<file path="src/logic/bru_macros.svh">
/*
 Widths and reset values for the branch resolution path
 Operand and PC widths are assumed equal (RV32I)
 */

`ifndef BRU_MACROS_SVH
`define BRU_MACROS_SVH

// Register value and compare operand width
`define BRU_XLEN 32

// PC and redirect target width
`define BRU_INST_ADDR_WIDTH 32

// Redirect address seen on jump_addr_o out of reset
`define BRU_RESET_PC 32'h0000_0000

`endif // BRU_MACROS_SVH

</file>
<file path="src/logic/rv_inst_pkg.sv">
/*
 RV32I encoding constants used by the branch decode
 Only control-transfer opcodes and branch funct3 codes
 FENCE and FENCE.I share MISC_MEM and are not told apart
 */

package rv_inst_pkg;

    // Major opcodes, inst[6:0]
    localparam logic [6:0] OPC_JAL      = 7'b1101111;
    localparam logic [6:0] OPC_JALR     = 7'b1100111;
    localparam logic [6:0] OPC_BRANCH   = 7'b1100011;
    localparam logic [6:0] OPC_MISC_MEM = 7'b0001111; // FENCE family

    // Branch conditions, inst[14:12] under OPC_BRANCH
    localparam logic [2:0] F3_BEQ  = 3'b000;
    localparam logic [2:0] F3_BNE  = 3'b001;
    localparam logic [2:0] F3_BLT  = 3'b100; // Signed
    localparam logic [2:0] F3_BGE  = 3'b101; // Signed
    localparam logic [2:0] F3_BLTU = 3'b110;
    localparam logic [2:0] F3_BGEU = 3'b111;

    // 010 and 011 are reserved in the branch space

endpackage

</file>
<file path="src/logic/bru_pkg.sv">
/*
 Operation codes carried from decode into the branch unit
 BJP_NONE marks a slot that must not redirect
 */

package bru_pkg;

    // One code per resolved control-transfer kind
    typedef enum logic [3:0] {
        BJP_NONE  = 4'd0, // Not a control transfer
        BJP_JAL   = 4'd1, // Unconditional, pc relative
        BJP_JALR  = 4'd2, // Unconditional, register based
        BJP_BEQ   = 4'd3,
        BJP_BNE   = 4'd4,
        BJP_BLT   = 4'd5,
        BJP_BGE   = 4'd6,
        BJP_BLTU  = 4'd7,
        BJP_BGEU  = 4'd8,
        BJP_FENCE = 4'd9  // Refetch at pc+4
    } bjp_op_e;

    // Codes 10..15 unused

endpackage

</file>
<file path="src/logic/bjp_decode.sv">
/*
 Decode and operand stage of the branch resolution path
 One instruction per valid_i strobe, no back-pressure
 Interrupt request sampled every cycle beside the instruction
 kill_i empties the stage, dropping both instruction and interrupt
 */

`timescale 1ns/1ps

`include "bru_macros.svh"

module bjp_decode (
    input  logic                            clk,
    input  logic                            rst_i,
    input  logic                            valid_i,
    input  logic [31:0]                     inst_i,
    input  logic [`BRU_INST_ADDR_WIDTH-1:0] pc_i,
    input  logic [`BRU_XLEN-1:0]            rs1_data_i,
    input  logic [`BRU_XLEN-1:0]            rs2_data_i,
    input  logic                            int_assert_i,
    input  logic [`BRU_INST_ADDR_WIDTH-1:0] int_addr_i,
    input  logic                            kill_i,        // Redirect from the stage item
    output bru_pkg::bjp_op_e                op_o,
    output logic                            stage_valid_o,
    output logic                            stage_int_o,
    output logic [`BRU_INST_ADDR_WIDTH-1:0] stage_int_addr_o,
    output logic [`BRU_XLEN-1:0]            cmp_op1_o,
    output logic [`BRU_XLEN-1:0]            cmp_op2_o,
    output logic [`BRU_INST_ADDR_WIDTH-1:0] jump_op1_o,
    output logic [`BRU_INST_ADDR_WIDTH-1:0] jump_op2_o,
    output logic [4:0]                      rd_addr_o,
    output logic [`BRU_XLEN-1:0]            link_addr_o
);
    import rv_inst_pkg::*;
    import bru_pkg::*;

    logic [6:0]                      opcode;
    logic [2:0]                      funct3;
    logic [31:0]                     imm_i;
    logic [31:0]                     imm_j;
    logic [31:0]                     imm_b;
    bjp_op_e                         op_d;
    logic [`BRU_INST_ADDR_WIDTH-1:0] jump_op1_d;
    logic [`BRU_INST_ADDR_WIDTH-1:0] jump_op2_d;

    assign opcode = inst_i[6:0];
    assign funct3 = inst_i[14:12];

    // Sign-extended immediates
    assign imm_i = {{20{inst_i[31]}}, inst_i[31:20]};
    assign imm_j = {{12{inst_i[31]}}, inst_i[19:12], inst_i[20], inst_i[30:21], 1'b0};
    assign imm_b = {{20{inst_i[31]}}, inst_i[7], inst_i[30:25], inst_i[11:8], 1'b0};

    // Class decode and target operand select
    always_comb begin
        op_d       = BJP_NONE;
        jump_op1_d = pc_i;                         // pc relative unless JALR
        jump_op2_d = `BRU_INST_ADDR_WIDTH'(4);
        case (opcode)
            OPC_JAL: begin
                op_d       = BJP_JAL;
                jump_op2_d = imm_j;
            end
            OPC_JALR: begin
                op_d       = BJP_JALR;
                jump_op1_d = rs1_data_i;           // Bit 0 cleared after the add
                jump_op2_d = imm_i;
            end
            OPC_BRANCH: begin
                jump_op2_d = imm_b;
                case (funct3)
                    F3_BEQ:  op_d = BJP_BEQ;
                    F3_BNE:  op_d = BJP_BNE;
                    F3_BLT:  op_d = BJP_BLT;
                    F3_BGE:  op_d = BJP_BGE;
                    F3_BLTU: op_d = BJP_BLTU;
                    F3_BGEU: op_d = BJP_BGEU;
                    default: op_d = BJP_NONE;      // Reserved codes never branch
                endcase
            end
            OPC_MISC_MEM: op_d = BJP_FENCE;        // Keeps pc+4 operands
            default:      op_d = BJP_NONE;
        endcase
    end

    // Control part of the stage
    always_ff @(posedge clk) begin
        if (rst_i || kill_i) begin
            stage_valid_o <= 1'b0;
            stage_int_o   <= 1'b0;
            op_o          <= BJP_NONE;
        end else begin
            stage_valid_o <= valid_i;
            stage_int_o   <= int_assert_i;         // Independent of valid_i
            op_o          <= op_d;                 // Qualified by stage_valid_o
        end
    end

    // Payload, qualified by the control bits above
    always_ff @(posedge clk) begin
        stage_int_addr_o <= int_addr_i;
        cmp_op1_o        <= rs1_data_i;
        cmp_op2_o        <= rs2_data_i;
        jump_op1_o       <= jump_op1_d;
        jump_op2_o       <= jump_op2_d;
        rd_addr_o        <= inst_i[11:7];
        link_addr_o      <= `BRU_XLEN'(pc_i) + `BRU_XLEN'(4);
    end

endmodule

</file>
<file path="src/logic/exu_bru.sv">
/*
 Branch unit, purely combinational
 Priority is interrupt, then JAL/JALR/branch, then FENCE refetch
 Targets are not checked for alignment, JALR only clears bit 0
 */

`timescale 1ns/1ps

`include "bru_macros.svh"

module exu_bru (
    input  logic                            stage_valid_i,
    input  bru_pkg::bjp_op_e                op_i,
    input  logic [`BRU_XLEN-1:0]            cmp_op1_i,
    input  logic [`BRU_XLEN-1:0]            cmp_op2_i,
    input  logic [`BRU_INST_ADDR_WIDTH-1:0] jump_op1_i,
    input  logic [`BRU_INST_ADDR_WIDTH-1:0] jump_op2_i,
    input  logic                            stage_int_i,
    input  logic [`BRU_INST_ADDR_WIDTH-1:0] stage_int_addr_i,
    input  logic [4:0]                      rd_addr_i,
    output logic                            jump_flag_o,
    output logic [`BRU_INST_ADDR_WIDTH-1:0] jump_addr_o,
    output logic                            link_we_o
);
    import bru_pkg::*;

    logic                            op_eq;
    logic                            op_ge_s;
    logic                            op_ge_u;
    logic                            cond;
    logic [`BRU_INST_ADDR_WIDTH-1:0] target_sum;
    logic [`BRU_INST_ADDR_WIDTH-1:0] target;

    // Shared comparators
    assign op_eq   = (cmp_op1_i == cmp_op2_i);
    assign op_ge_s = ($signed(cmp_op1_i) >= $signed(cmp_op2_i));
    assign op_ge_u = (cmp_op1_i >= cmp_op2_i);

    // Single target adder for every class
    assign target_sum = jump_op1_i + jump_op2_i;
    assign target     = (op_i == BJP_JALR) ? {target_sum[`BRU_INST_ADDR_WIDTH-1:1], 1'b0}
                                           : target_sum;

    // Branch condition per op
    always_comb begin
        case (op_i)
            BJP_JAL, BJP_JALR: cond = 1'b1;
            BJP_BEQ:           cond = op_eq;
            BJP_BNE:           cond = ~op_eq;
            BJP_BLT:           cond = ~op_ge_s;
            BJP_BGE:           cond = op_ge_s;
            BJP_BLTU:          cond = ~op_ge_u;
            BJP_BGEU:          cond = op_ge_u;
            default:           cond = 1'b0;       // NONE and FENCE
        endcase
    end

    // Redirect priority
    always_comb begin
        jump_flag_o = 1'b0;
        jump_addr_o = '0;
        if (stage_int_i) begin
            jump_flag_o = 1'b1;
            jump_addr_o = stage_int_addr_i;
        end else if (stage_valid_i && cond) begin
            jump_flag_o = 1'b1;
            jump_addr_o = target;
        end else if (stage_valid_i && op_i == BJP_FENCE) begin
            jump_flag_o = 1'b1;                   // Refetch at pc+4
            jump_addr_o = target;
        end
    end

    // Link write only for JAL/JALR, never under interrupt, x0 dropped
    assign link_we_o = stage_valid_i && !stage_int_i && (rd_addr_i != 5'd0) &&
                       (op_i == BJP_JAL || op_i == BJP_JALR);

endmodule

</file>
<file path="src/logic/jump_commit.sv">
/*
 Output register for redirect and link write-back
 jump_flag_o and rd_we_o are single-cycle pulses
 jump_addr_o holds its last target between jumps
 */

`timescale 1ns/1ps

`include "bru_macros.svh"

module jump_commit (
    input  logic                            clk,
    input  logic                            rst_i,
    input  logic                            jump_flag_i,
    input  logic [`BRU_INST_ADDR_WIDTH-1:0] jump_addr_i,
    input  logic                            link_we_i,
    input  logic [4:0]                      rd_addr_i,
    input  logic [`BRU_XLEN-1:0]            link_addr_i,
    output logic                            jump_flag_o,
    output logic [`BRU_INST_ADDR_WIDTH-1:0] jump_addr_o,
    output logic                            rd_we_o,
    output logic [4:0]                      rd_addr_o,
    output logic [`BRU_XLEN-1:0]            rd_wdata_o
);

    // Redirect side
    always_ff @(posedge clk) begin
        if (rst_i) begin
            jump_flag_o <= 1'b0;
            jump_addr_o <= `BRU_RESET_PC;
        end else begin
            jump_flag_o <= jump_flag_i;           // Pulse, never stretched
            if (jump_flag_i) begin
                jump_addr_o <= jump_addr_i;       // Hold otherwise
            end
        end
    end

    // Write-back strobe
    always_ff @(posedge clk) begin
        if (rst_i) begin
            rd_we_o <= 1'b0;
        end else begin
            rd_we_o <= link_we_i;
        end
    end

    // Write-back payload, valid with rd_we_o
    always_ff @(posedge clk) begin
        if (link_we_i) begin
            rd_addr_o  <= rd_addr_i;
            rd_wdata_o <= link_addr_i;            // pc+4 of the JAL/JALR
        end
    end

endmodule

</file>
<file path="src/logic/bru_top.sv">
/*
 Branch and jump resolution path, decode to write-back
 Fixed two-edge latency from valid_i or int_assert_i to outputs
 A taken jump discards the item sampled at the same edge
 */

`timescale 1ns/1ps

`include "bru_macros.svh"

module bru_top (
    input  logic                            clk,
    input  logic                            rst_i,
    input  logic                            valid_i,
    input  logic [31:0]                     inst_i,
    input  logic [`BRU_INST_ADDR_WIDTH-1:0] pc_i,
    input  logic [`BRU_XLEN-1:0]            rs1_data_i,
    input  logic [`BRU_XLEN-1:0]            rs2_data_i,
    input  logic                            int_assert_i,
    input  logic [`BRU_INST_ADDR_WIDTH-1:0] int_addr_i,
    output logic                            jump_flag_o,
    output logic [`BRU_INST_ADDR_WIDTH-1:0] jump_addr_o,
    output logic                            rd_we_o,
    output logic [4:0]                      rd_addr_o,
    output logic [`BRU_XLEN-1:0]            rd_wdata_o
);
    import bru_pkg::*;

    // Stage contents
    bjp_op_e                         op;
    logic                            stage_valid;
    logic                            stage_int;
    logic [`BRU_INST_ADDR_WIDTH-1:0] stage_int_addr;
    logic [`BRU_XLEN-1:0]            cmp_op1;
    logic [`BRU_XLEN-1:0]            cmp_op2;
    logic [`BRU_INST_ADDR_WIDTH-1:0] jump_op1;
    logic [`BRU_INST_ADDR_WIDTH-1:0] jump_op2;
    logic [4:0]                      rd_addr;
    logic [`BRU_XLEN-1:0]            link_addr;

    // Resolution results
    logic                            jump_flag;     // Also the kill
    logic [`BRU_INST_ADDR_WIDTH-1:0] jump_addr;
    logic                            link_we;

    bjp_decode bjp_decode_inst (
        .clk              (clk),
        .rst_i            (rst_i),
        .valid_i          (valid_i),
        .inst_i           (inst_i),
        .pc_i             (pc_i),
        .rs1_data_i       (rs1_data_i),
        .rs2_data_i       (rs2_data_i),
        .int_assert_i     (int_assert_i),
        .int_addr_i       (int_addr_i),
        .kill_i           (jump_flag),
        .op_o             (op),
        .stage_valid_o    (stage_valid),
        .stage_int_o      (stage_int),
        .stage_int_addr_o (stage_int_addr),
        .cmp_op1_o        (cmp_op1),
        .cmp_op2_o        (cmp_op2),
        .jump_op1_o       (jump_op1),
        .jump_op2_o       (jump_op2),
        .rd_addr_o        (rd_addr),
        .link_addr_o      (link_addr)
    );

    exu_bru exu_bru_inst (
        .stage_valid_i    (stage_valid),
        .op_i             (op),
        .cmp_op1_i        (cmp_op1),
        .cmp_op2_i        (cmp_op2),
        .jump_op1_i       (jump_op1),
        .jump_op2_i       (jump_op2),
        .stage_int_i      (stage_int),
        .stage_int_addr_i (stage_int_addr),
        .rd_addr_i        (rd_addr),
        .jump_flag_o      (jump_flag),
        .jump_addr_o      (jump_addr),
        .link_we_o        (link_we)
    );

    jump_commit jump_commit_inst (
        .clk         (clk),
        .rst_i       (rst_i),
        .jump_flag_i (jump_flag),
        .jump_addr_i (jump_addr),
        .link_we_i   (link_we),
        .rd_addr_i   (rd_addr),
        .link_addr_i (link_addr),
        .jump_flag_o (jump_flag_o),
        .jump_addr_o (jump_addr_o),
        .rd_we_o     (rd_we_o),
        .rd_addr_o   (rd_addr_o),
        .rd_wdata_o  (rd_wdata_o)
    );

endmodule

</file>
<file path="config.mk">
export PLATFORM = sky130hd
export DESIGN_NAME = bru_top
export DESIGN_NICKNAME = d
export VERILOG_FILES = /design/src/logic/rv_inst_pkg.sv /design/src/logic/bru_pkg.sv /design/src/logic/bjp_decode.sv /design/src/logic/exu_bru.sv /design/src/logic/jump_commit.sv /design/src/logic/bru_top.sv
export VERILOG_INCLUDE_DIRS = /design/src /design/src/logic
export SDC_FILE = /design/constraint.sdc
export NUM_CORES = 1
export LEC_CHECK = 0
export BUFFER_PORTS_ARGS = -buffer_cell sky130_fd_sc_hd__buf_2
export CAP_MARGIN = 40
export CORE_UTILIZATION = 50
export CTS_CLUSTER_SIZE = 30
export DETAILED_ROUTE_END_ITERATION = 8
export GPL_TIMING_DRIVEN = 0
export PLACE_DENSITY = 0.75
export SYNTH_ARGS = -nofsm -noshare
export SYNTH_HDL_FRONTEND = slang
export SYNTH_SLANG_ARGS = --single-unit
</file>
<file path="constraint.sdc">
create_clock -name clk -period 7.5 [get_ports clk]
set_input_delay 0.375 -clock clk [delete_from_list [all_inputs] [get_ports clk]]
set_output_delay 0.375 -clock clk [all_outputs]
set_load 0.02 [all_outputs]
</file>
-- After elaboration in Yosys (flattened, before gate mapping)
Cells that the tools add are included.
- flip-flop bits (word level): 274
- word-level logic and storage cells: 64
- add/subtract/negate cells: 2
- order comparisons: 2
- equality and inequality tests: 19
- muxes and demuxes: 12
- bitwise gates (word level): 3
- reduce and logical (&&, ||, !) cells: 11
- operators with widths (cell ; number):
    two-way mux 32 bit ; 4
    one-hot mux 32 bit (3 select lines) ; 1
    greater-or-equal comparator 32 bit ; 2
    adder 32 x 3 -> 32 bit (second input constant) ; 1
    adder 32 bit ; 1
    equality test 32 bit ; 1
    one-hot mux 4 bit (6 select lines) ; 1
    equality test 7 bit (second input constant) ; 3
    equality test 4 x 3 -> 1 bit (second input constant) ; 4
    one-hot mux 4 bit (4 select lines) ; 1
    equality test 3 bit (second input constant) ; 4
    equality test 4 x 2 -> 1 bit (second input constant) ; 2
    equality test 4 bit (second input constant) ; 2
    equality test 7 x 4 -> 1 bit (second input constant) ; 1
    one-hot mux 1 bit (7 select lines) ; 1
    logical AND 1 bit ; 5
    nonzero test 5 bit ; 1
    equality test 4 x 1 -> 1 bit (second input constant) ; 1
    two-way mux 1 bit ; 4
    equality test 3 x 1 -> 1 bit (second input constant) ; 1
    zero test 3 bit ; 1
    NOT 1 bit ; 3
    logical OR 1 bit ; 2
    OR reduction 2 bit ; 1
    zero test 1 bit ; 1

-- Longest topological paths before layout
- depth after elaboration: 7
- gate-level depth with buffers: 12

-- Cells and area by module
A second synthesis with hierarchy kept.
- cell total of the unflattened synthesis: 955
- area total of the unflattened synthesis: 10762.8 µm²
- modules (own cells, without submodules) (module ; times used ; cells an instance ; area each (µm²) ; sequential area each (µm²)):
    bjp_decode ; 1 ; 378 ; 5417.7 ; 3843.7
    exu_bru ; 1 ; 432 ; 3011.6 ; 0.0
    jump_commit ; 1 ; 145 ; 2333.5 ; 1791.7

-- Least setup slack after synthesis
No wires, ideal clock.
- path kind: flip-flop to flip-flop
- start: register bjp_decode_inst.op_o[0]
- end: register jump_commit_inst.rd_addr_o[0] (enable)
- setup time: 0.445 ns
- data arrival time: 2.550 ns
- data required time: 7.055 ns
- setup slack: 4.506 ns
- stages on the path, launching flop included: 4
- path buffers: 0
- cells stage by stage: dfxtp_1 nor2b_1 o2111ai_1 a21oi_1
- word-level cells in the longest chain between the ends: 3
- elaborated cells on any way between the ends: 4
- RTL lines (item ; RTL line ; text):
    start: declaration ; bjp_decode.sv:23 ; output bru_pkg::bjp_op_e op_o,
    start signal: assignment ; bjp_decode.sv:95 ; op_o <= op_d;
    equality test 4 x 1 -> 1 bit or equality test 4 x 2 -> 1 bit (tied branches) ; exu_bru.sv:76 ; (op_i == BJP_JAL || op_i == BJP_JALR);
    logical OR 1 bit (*) ; exu_bru.sv:76 ;
    logical AND 1 bit (*) ; exu_bru.sv:75 ; assign link_we_o = stage_valid_i && !stage_int_i && (rd_addr_i != 5'd0) &&
    net exu_bru_inst.link_we_o ; exu_bru.sv:23 ; output logic link_we_o
    end signal: assignment ; jump_commit.sv:51 ; rd_addr_o <= rd_addr_i;
    end: declaration ; jump_commit.sv:22 ; output logic [4:0] rd_addr_o,
Mark *: on every way through the listed nets, which the timed path passes. The rest lies on a longest branch.
A chain may end at the register's enable or synchronous reset.

-- Worst setup path in the final report
- start: register bjp_decode_inst.cmp_op2_o[31]
- end: register jump_commit_inst.jump_addr_o[17]
- word-level cells in the longest chain between the ends: 6
- elaborated cells on any way between the ends: 12
- RTL lines (item ; RTL line ; text):
    start: declaration ; bjp_decode.sv:28 ; output logic [`BRU_XLEN-1:0] cmp_op2_o,
    start signal: assignment ; bjp_decode.sv:103 ; cmp_op2_o <= rs2_data_i;
    greater-or-equal comparator 32 bit (tied with other cells) ; exu_bru.sv:37 ; assign op_ge_u = (cmp_op1_i >= cmp_op2_i);
    NOT 1 bit, on equally long branches ; exu_bru.sv:52, exu_bru.sv:49, exu_bru.sv:50 ;
    one-hot mux 1 bit (7 select lines) (*) ; exu_bru.sv:46 ; case (op_i)
    logical AND 1 bit (*) ; exu_bru.sv:65 ; end else if (stage_valid_i && cond) begin
    two-way mux 32 bit or two-way mux 1 bit (tied branches) ; exu_bru.sv:65 ;
    two-way mux 32 bit or two-way mux 1 bit (tied branches) ; exu_bru.sv:62 ; if (stage_int_i) begin
    end signal: assignment ; jump_commit.sv:30 ; jump_addr_o <= `BRU_RESET_PC;
    end signal: assignment ; jump_commit.sv:34 ; jump_addr_o <= jump_addr_i;
    end: declaration ; jump_commit.sv:20 ; output logic [`BRU_INST_ADDR_WIDTH-1:0] jump_addr_o,
Mark *: on every way between the ends. The rest lies on a longest branch, timed or not.

==> metrics.txt <==
sequential share of power 49.0%; dpl cells about 1400; worst vdd rail ir drop 0.000208 V; synthesized area per cell between 10 and 15 um^2; number of CTS-inserted buffers 26; final WL 27100 um; CTS tree done; largest cells by area after synthesis dfxtp_1, edfxtp_1, ha_1; FF/Latch Area 0.00564 mm^2; multi-input combinational cell area 0.00434 mm^2; Pins Over Slew Limit 0; busiest grt layer met2; FF+latch count, synth 263; starting density of the core 50.9%; RSZ-0062 raised after global routing false; total grt overflow 0; Post-synth EDFFs 37; register area share after synthesis 54.7%; core footprint slightly above 0.02 mm^2; die height 146 um; I/O Pins about 240; first-pass GRT wire length 42900 um; clock sink total 263; Pwr Total 3.09 mW; DR vias/cell between 5 and 6; Die ar. 0.0212 mm^2; setup bufs post-CTS 0; Max Fclk approximately 0.31 GHz; asr flop ratio synth 0%; PortBufs 232; cell row count 52; Cell Area, Synth 0.0103 mm^2; Most used DFF post-synth dfxtp_1; leading area contributor after synthesis dfxtp_1; Final Critical Period 3.18 ns; Net Count, Synth between 1000 and 1500; Comb pwr share under 10%; initial antenna violation count 7; status completed; Finished Layout Cells 1601; met1 usage 31.5%; crit path capture type register; met2 usage a little over two fifths; Crit Path Class reg -> reg; Die X 146 um; Final Setup Violations 0; cell count after synthesis 944; All-Layer GR Usage 25.6%; setup slack after layout 4.32 ns; crit path max-delay cell type and4bb_1; DRT iter0 DRCs 431; Routability Congestion 0.911; period utilization between 40% and 50%; GRT met3 Usage 4.86%; antenna-violating nets left 0; worst-path cell chain inv_1 > ha_1 > nand4_1 > and4bb_1 > nand3_1 > and3b_1 > nor3_2 > a311oi_2 > o21a_2 > nor2_4 > buf_2 > o211ai_1; CP Buf/Inv Count 2; Critical Path AT 3.57 ns; Post-CTS Hold Buffers 103; vias in the first global route 8545; Net Sw Frac 22.6%; post-synth cell types 73; Setup Skew 0.00931 ns; Critical Path Max Stage Delay between 0.4 and 0.5 ns; worst slew pin tran ~0.66 ns; Slew HR 56.2%; setup_tns 0 ns; DRC violations left 0; YS warnings 0; clock network power share 41.7%; hold_ws between 0.04 and 0.05 ns; Critical Path RT 7.89 ns; clk buf depth 3; wire per inst 16.9 um; r2r setup slk 4.32 ns; Yosys top cell area share a little over two fifths; HP Class in -> reg; largest net degree at the start of global routing 25; Hold Vio Cnt, Final 0; Leak 6.18 nW; hpwl dp 18900 um; Root Buffer clkbuf_16; pre-CTS setup slack 4.33 ns; nets 1538; internal power 2.39 mW; total number of vias between 8000 and 9000; Post-CTS Resized 0; sw power 0.700 mW; crit path max fanout 10; number of max-cap violations 0; Startpoint Class register; router iterations before antenna repair 4; H-tree depth 1; delay-heaviest family, CP simple AND/OR/NAND/NOR gates; share of layout cells above drive strength 1 25.6%; Fill cells approximately 1500; Area growth, synth to finish 33.2%; clock-pin slew on the worst setup and hold paths 0.06 ns; Power Dens Cells 225 mW/mm^2; worst skew pair latency 0.52 ns
-- worst paths after layout --
check / from / to / cells after the start
setup / recovery: bjp_decode_inst.cmp_op2_o[31]$_DFF_P_ / jump_commit_inst.jump_addr_o[17]$_SDFFE_PP0P_ / 12
hold / removal: inst_i[16] / bjp_decode_inst.jump_op2_o[16]$_DFF_P_ / 2
setup reg to reg: bjp_decode_inst.cmp_op2_o[31]$_DFF_P_ / jump_commit_inst.jump_addr_o[17]$_SDFFE_PP0P_ / 12
hold reg to reg: bjp_decode_inst.link_addr_o[13]$_DFF_P_ / jump_commit_inst.rd_wdata_o[13]$_DFFE_PP_ / 0
-- sequential cells by signal, summed over array words and instances, names as in the netlist, 21 cells and up --
signal and count:
bjp_decode_inst.stage_int_addr_o 32, bjp_decode_inst.link_addr_o 32, bjp_decode_inst.jump_op1_o 32, bjp_decode_inst.jump_op2_o 21, jump_commit_inst.rd_wdata_o 32, bjp_decode_inst.cmp_op2_o 32, jump_commit_inst.jump_addr_o 32, bjp_decode_inst.cmp_op1_o 32
-- synthesized netlist by cell type (all sizes together) (11+ instances only) --
library cell and n:
nor2 34, nand4 35, xor2 12, and2 11, o211ai 25, o21ai 27, ha 64, xnor2 46
clkbuf 17, inv 56, mux2 33, dfxtp 226, buf 12, edfxtp 37, a21o 22, nand2 91
a21oi 55, nor3 16, nand3 22
-- cell usage in the layout (no fill, tap or decap), types with 10 or more instances in the layout --
cell type,synthesis,layout
a21o_1,19,19
nand3_1,22,22
inv_1,56,56
edfxtp_1,37,37
clkbuf_1,17,22
and2_1,11,11
clkbuf_16,0,27
xnor2_1,46,46
dlygate4sd3_1,0,103
xor2_1,12,12
dfxtp_1,226,226
mux2_2,32,32
nand2_1,90,90
nor2_1,33,33
a21oi_1,54,53
and3_1,10,10
nor3_1,14,14
buf_2,6,239
o21ai_0,23,23
nand4_1,34,34
o211ai_1,25,25
ha_1,64,64
-- area by class of cell --
type                       instances  area share, %
antenna                            5         0.0911
buffer                            29          0.984
clock buffer                      32           5.06
clock inverter                    13           1.07
inverter                          56           1.53
multi-input combinational        596           31.6
sequential                       263           41.0
tap                              270           2.46
timing repair buffer             337           16.1
-- stage by stage --
stage | area, um^2 | util [%]
after floorplan | 10300 | -
after global placement | 11800 | 58.3
after detailed placement | 11800 | 58.5
after CTS | 13700 | 67.8
after global routing | 13700 | 67.9
final | 13700 | 67.9
-- routing by layer --
| metal | vias to the layer above | wire length [um] |
|---|---|---|
| li1 | 4105 | - |
| met1 | 3877 | 11600 |
| met2 | 280 | 13000 |
| met3 | 63 | 1640 |
| met4 | 2 | 873 |
| met5 | - | 10 |
-- kinds of logic (layout without fill, tap and decap cells) --
group / after synthesis / in the layout / synth area share [%]
AOI/OAI and AO/OA: 190 / 190 / 13.1
xor gates and xnor gates: 58 / 58 / 4.93
adders and majority gates: 65 / 65 / 7.97
buffers and inverters: 85 / 467 / 3.35
DFF: 263 / 263 / 54.7
muxes: 37 / 37 / 4.07
other: 0 / 5 / 0
and+or+nand+nor: 246 / 246 / 11.9
-- power by group through the flow --
stage	sequential (mW)	clock, mW	combinational [mW]
final	1.51	1.29	0.289
after global routing	1.52	1.37	0.318
after CTS	1.51	1.30	0.283
after detailed placement	1.54	0	0.239
after global placement	1.54	0	0.233
after floorplan	1.55	0	0.126
(Power assumes the default switching activity.)
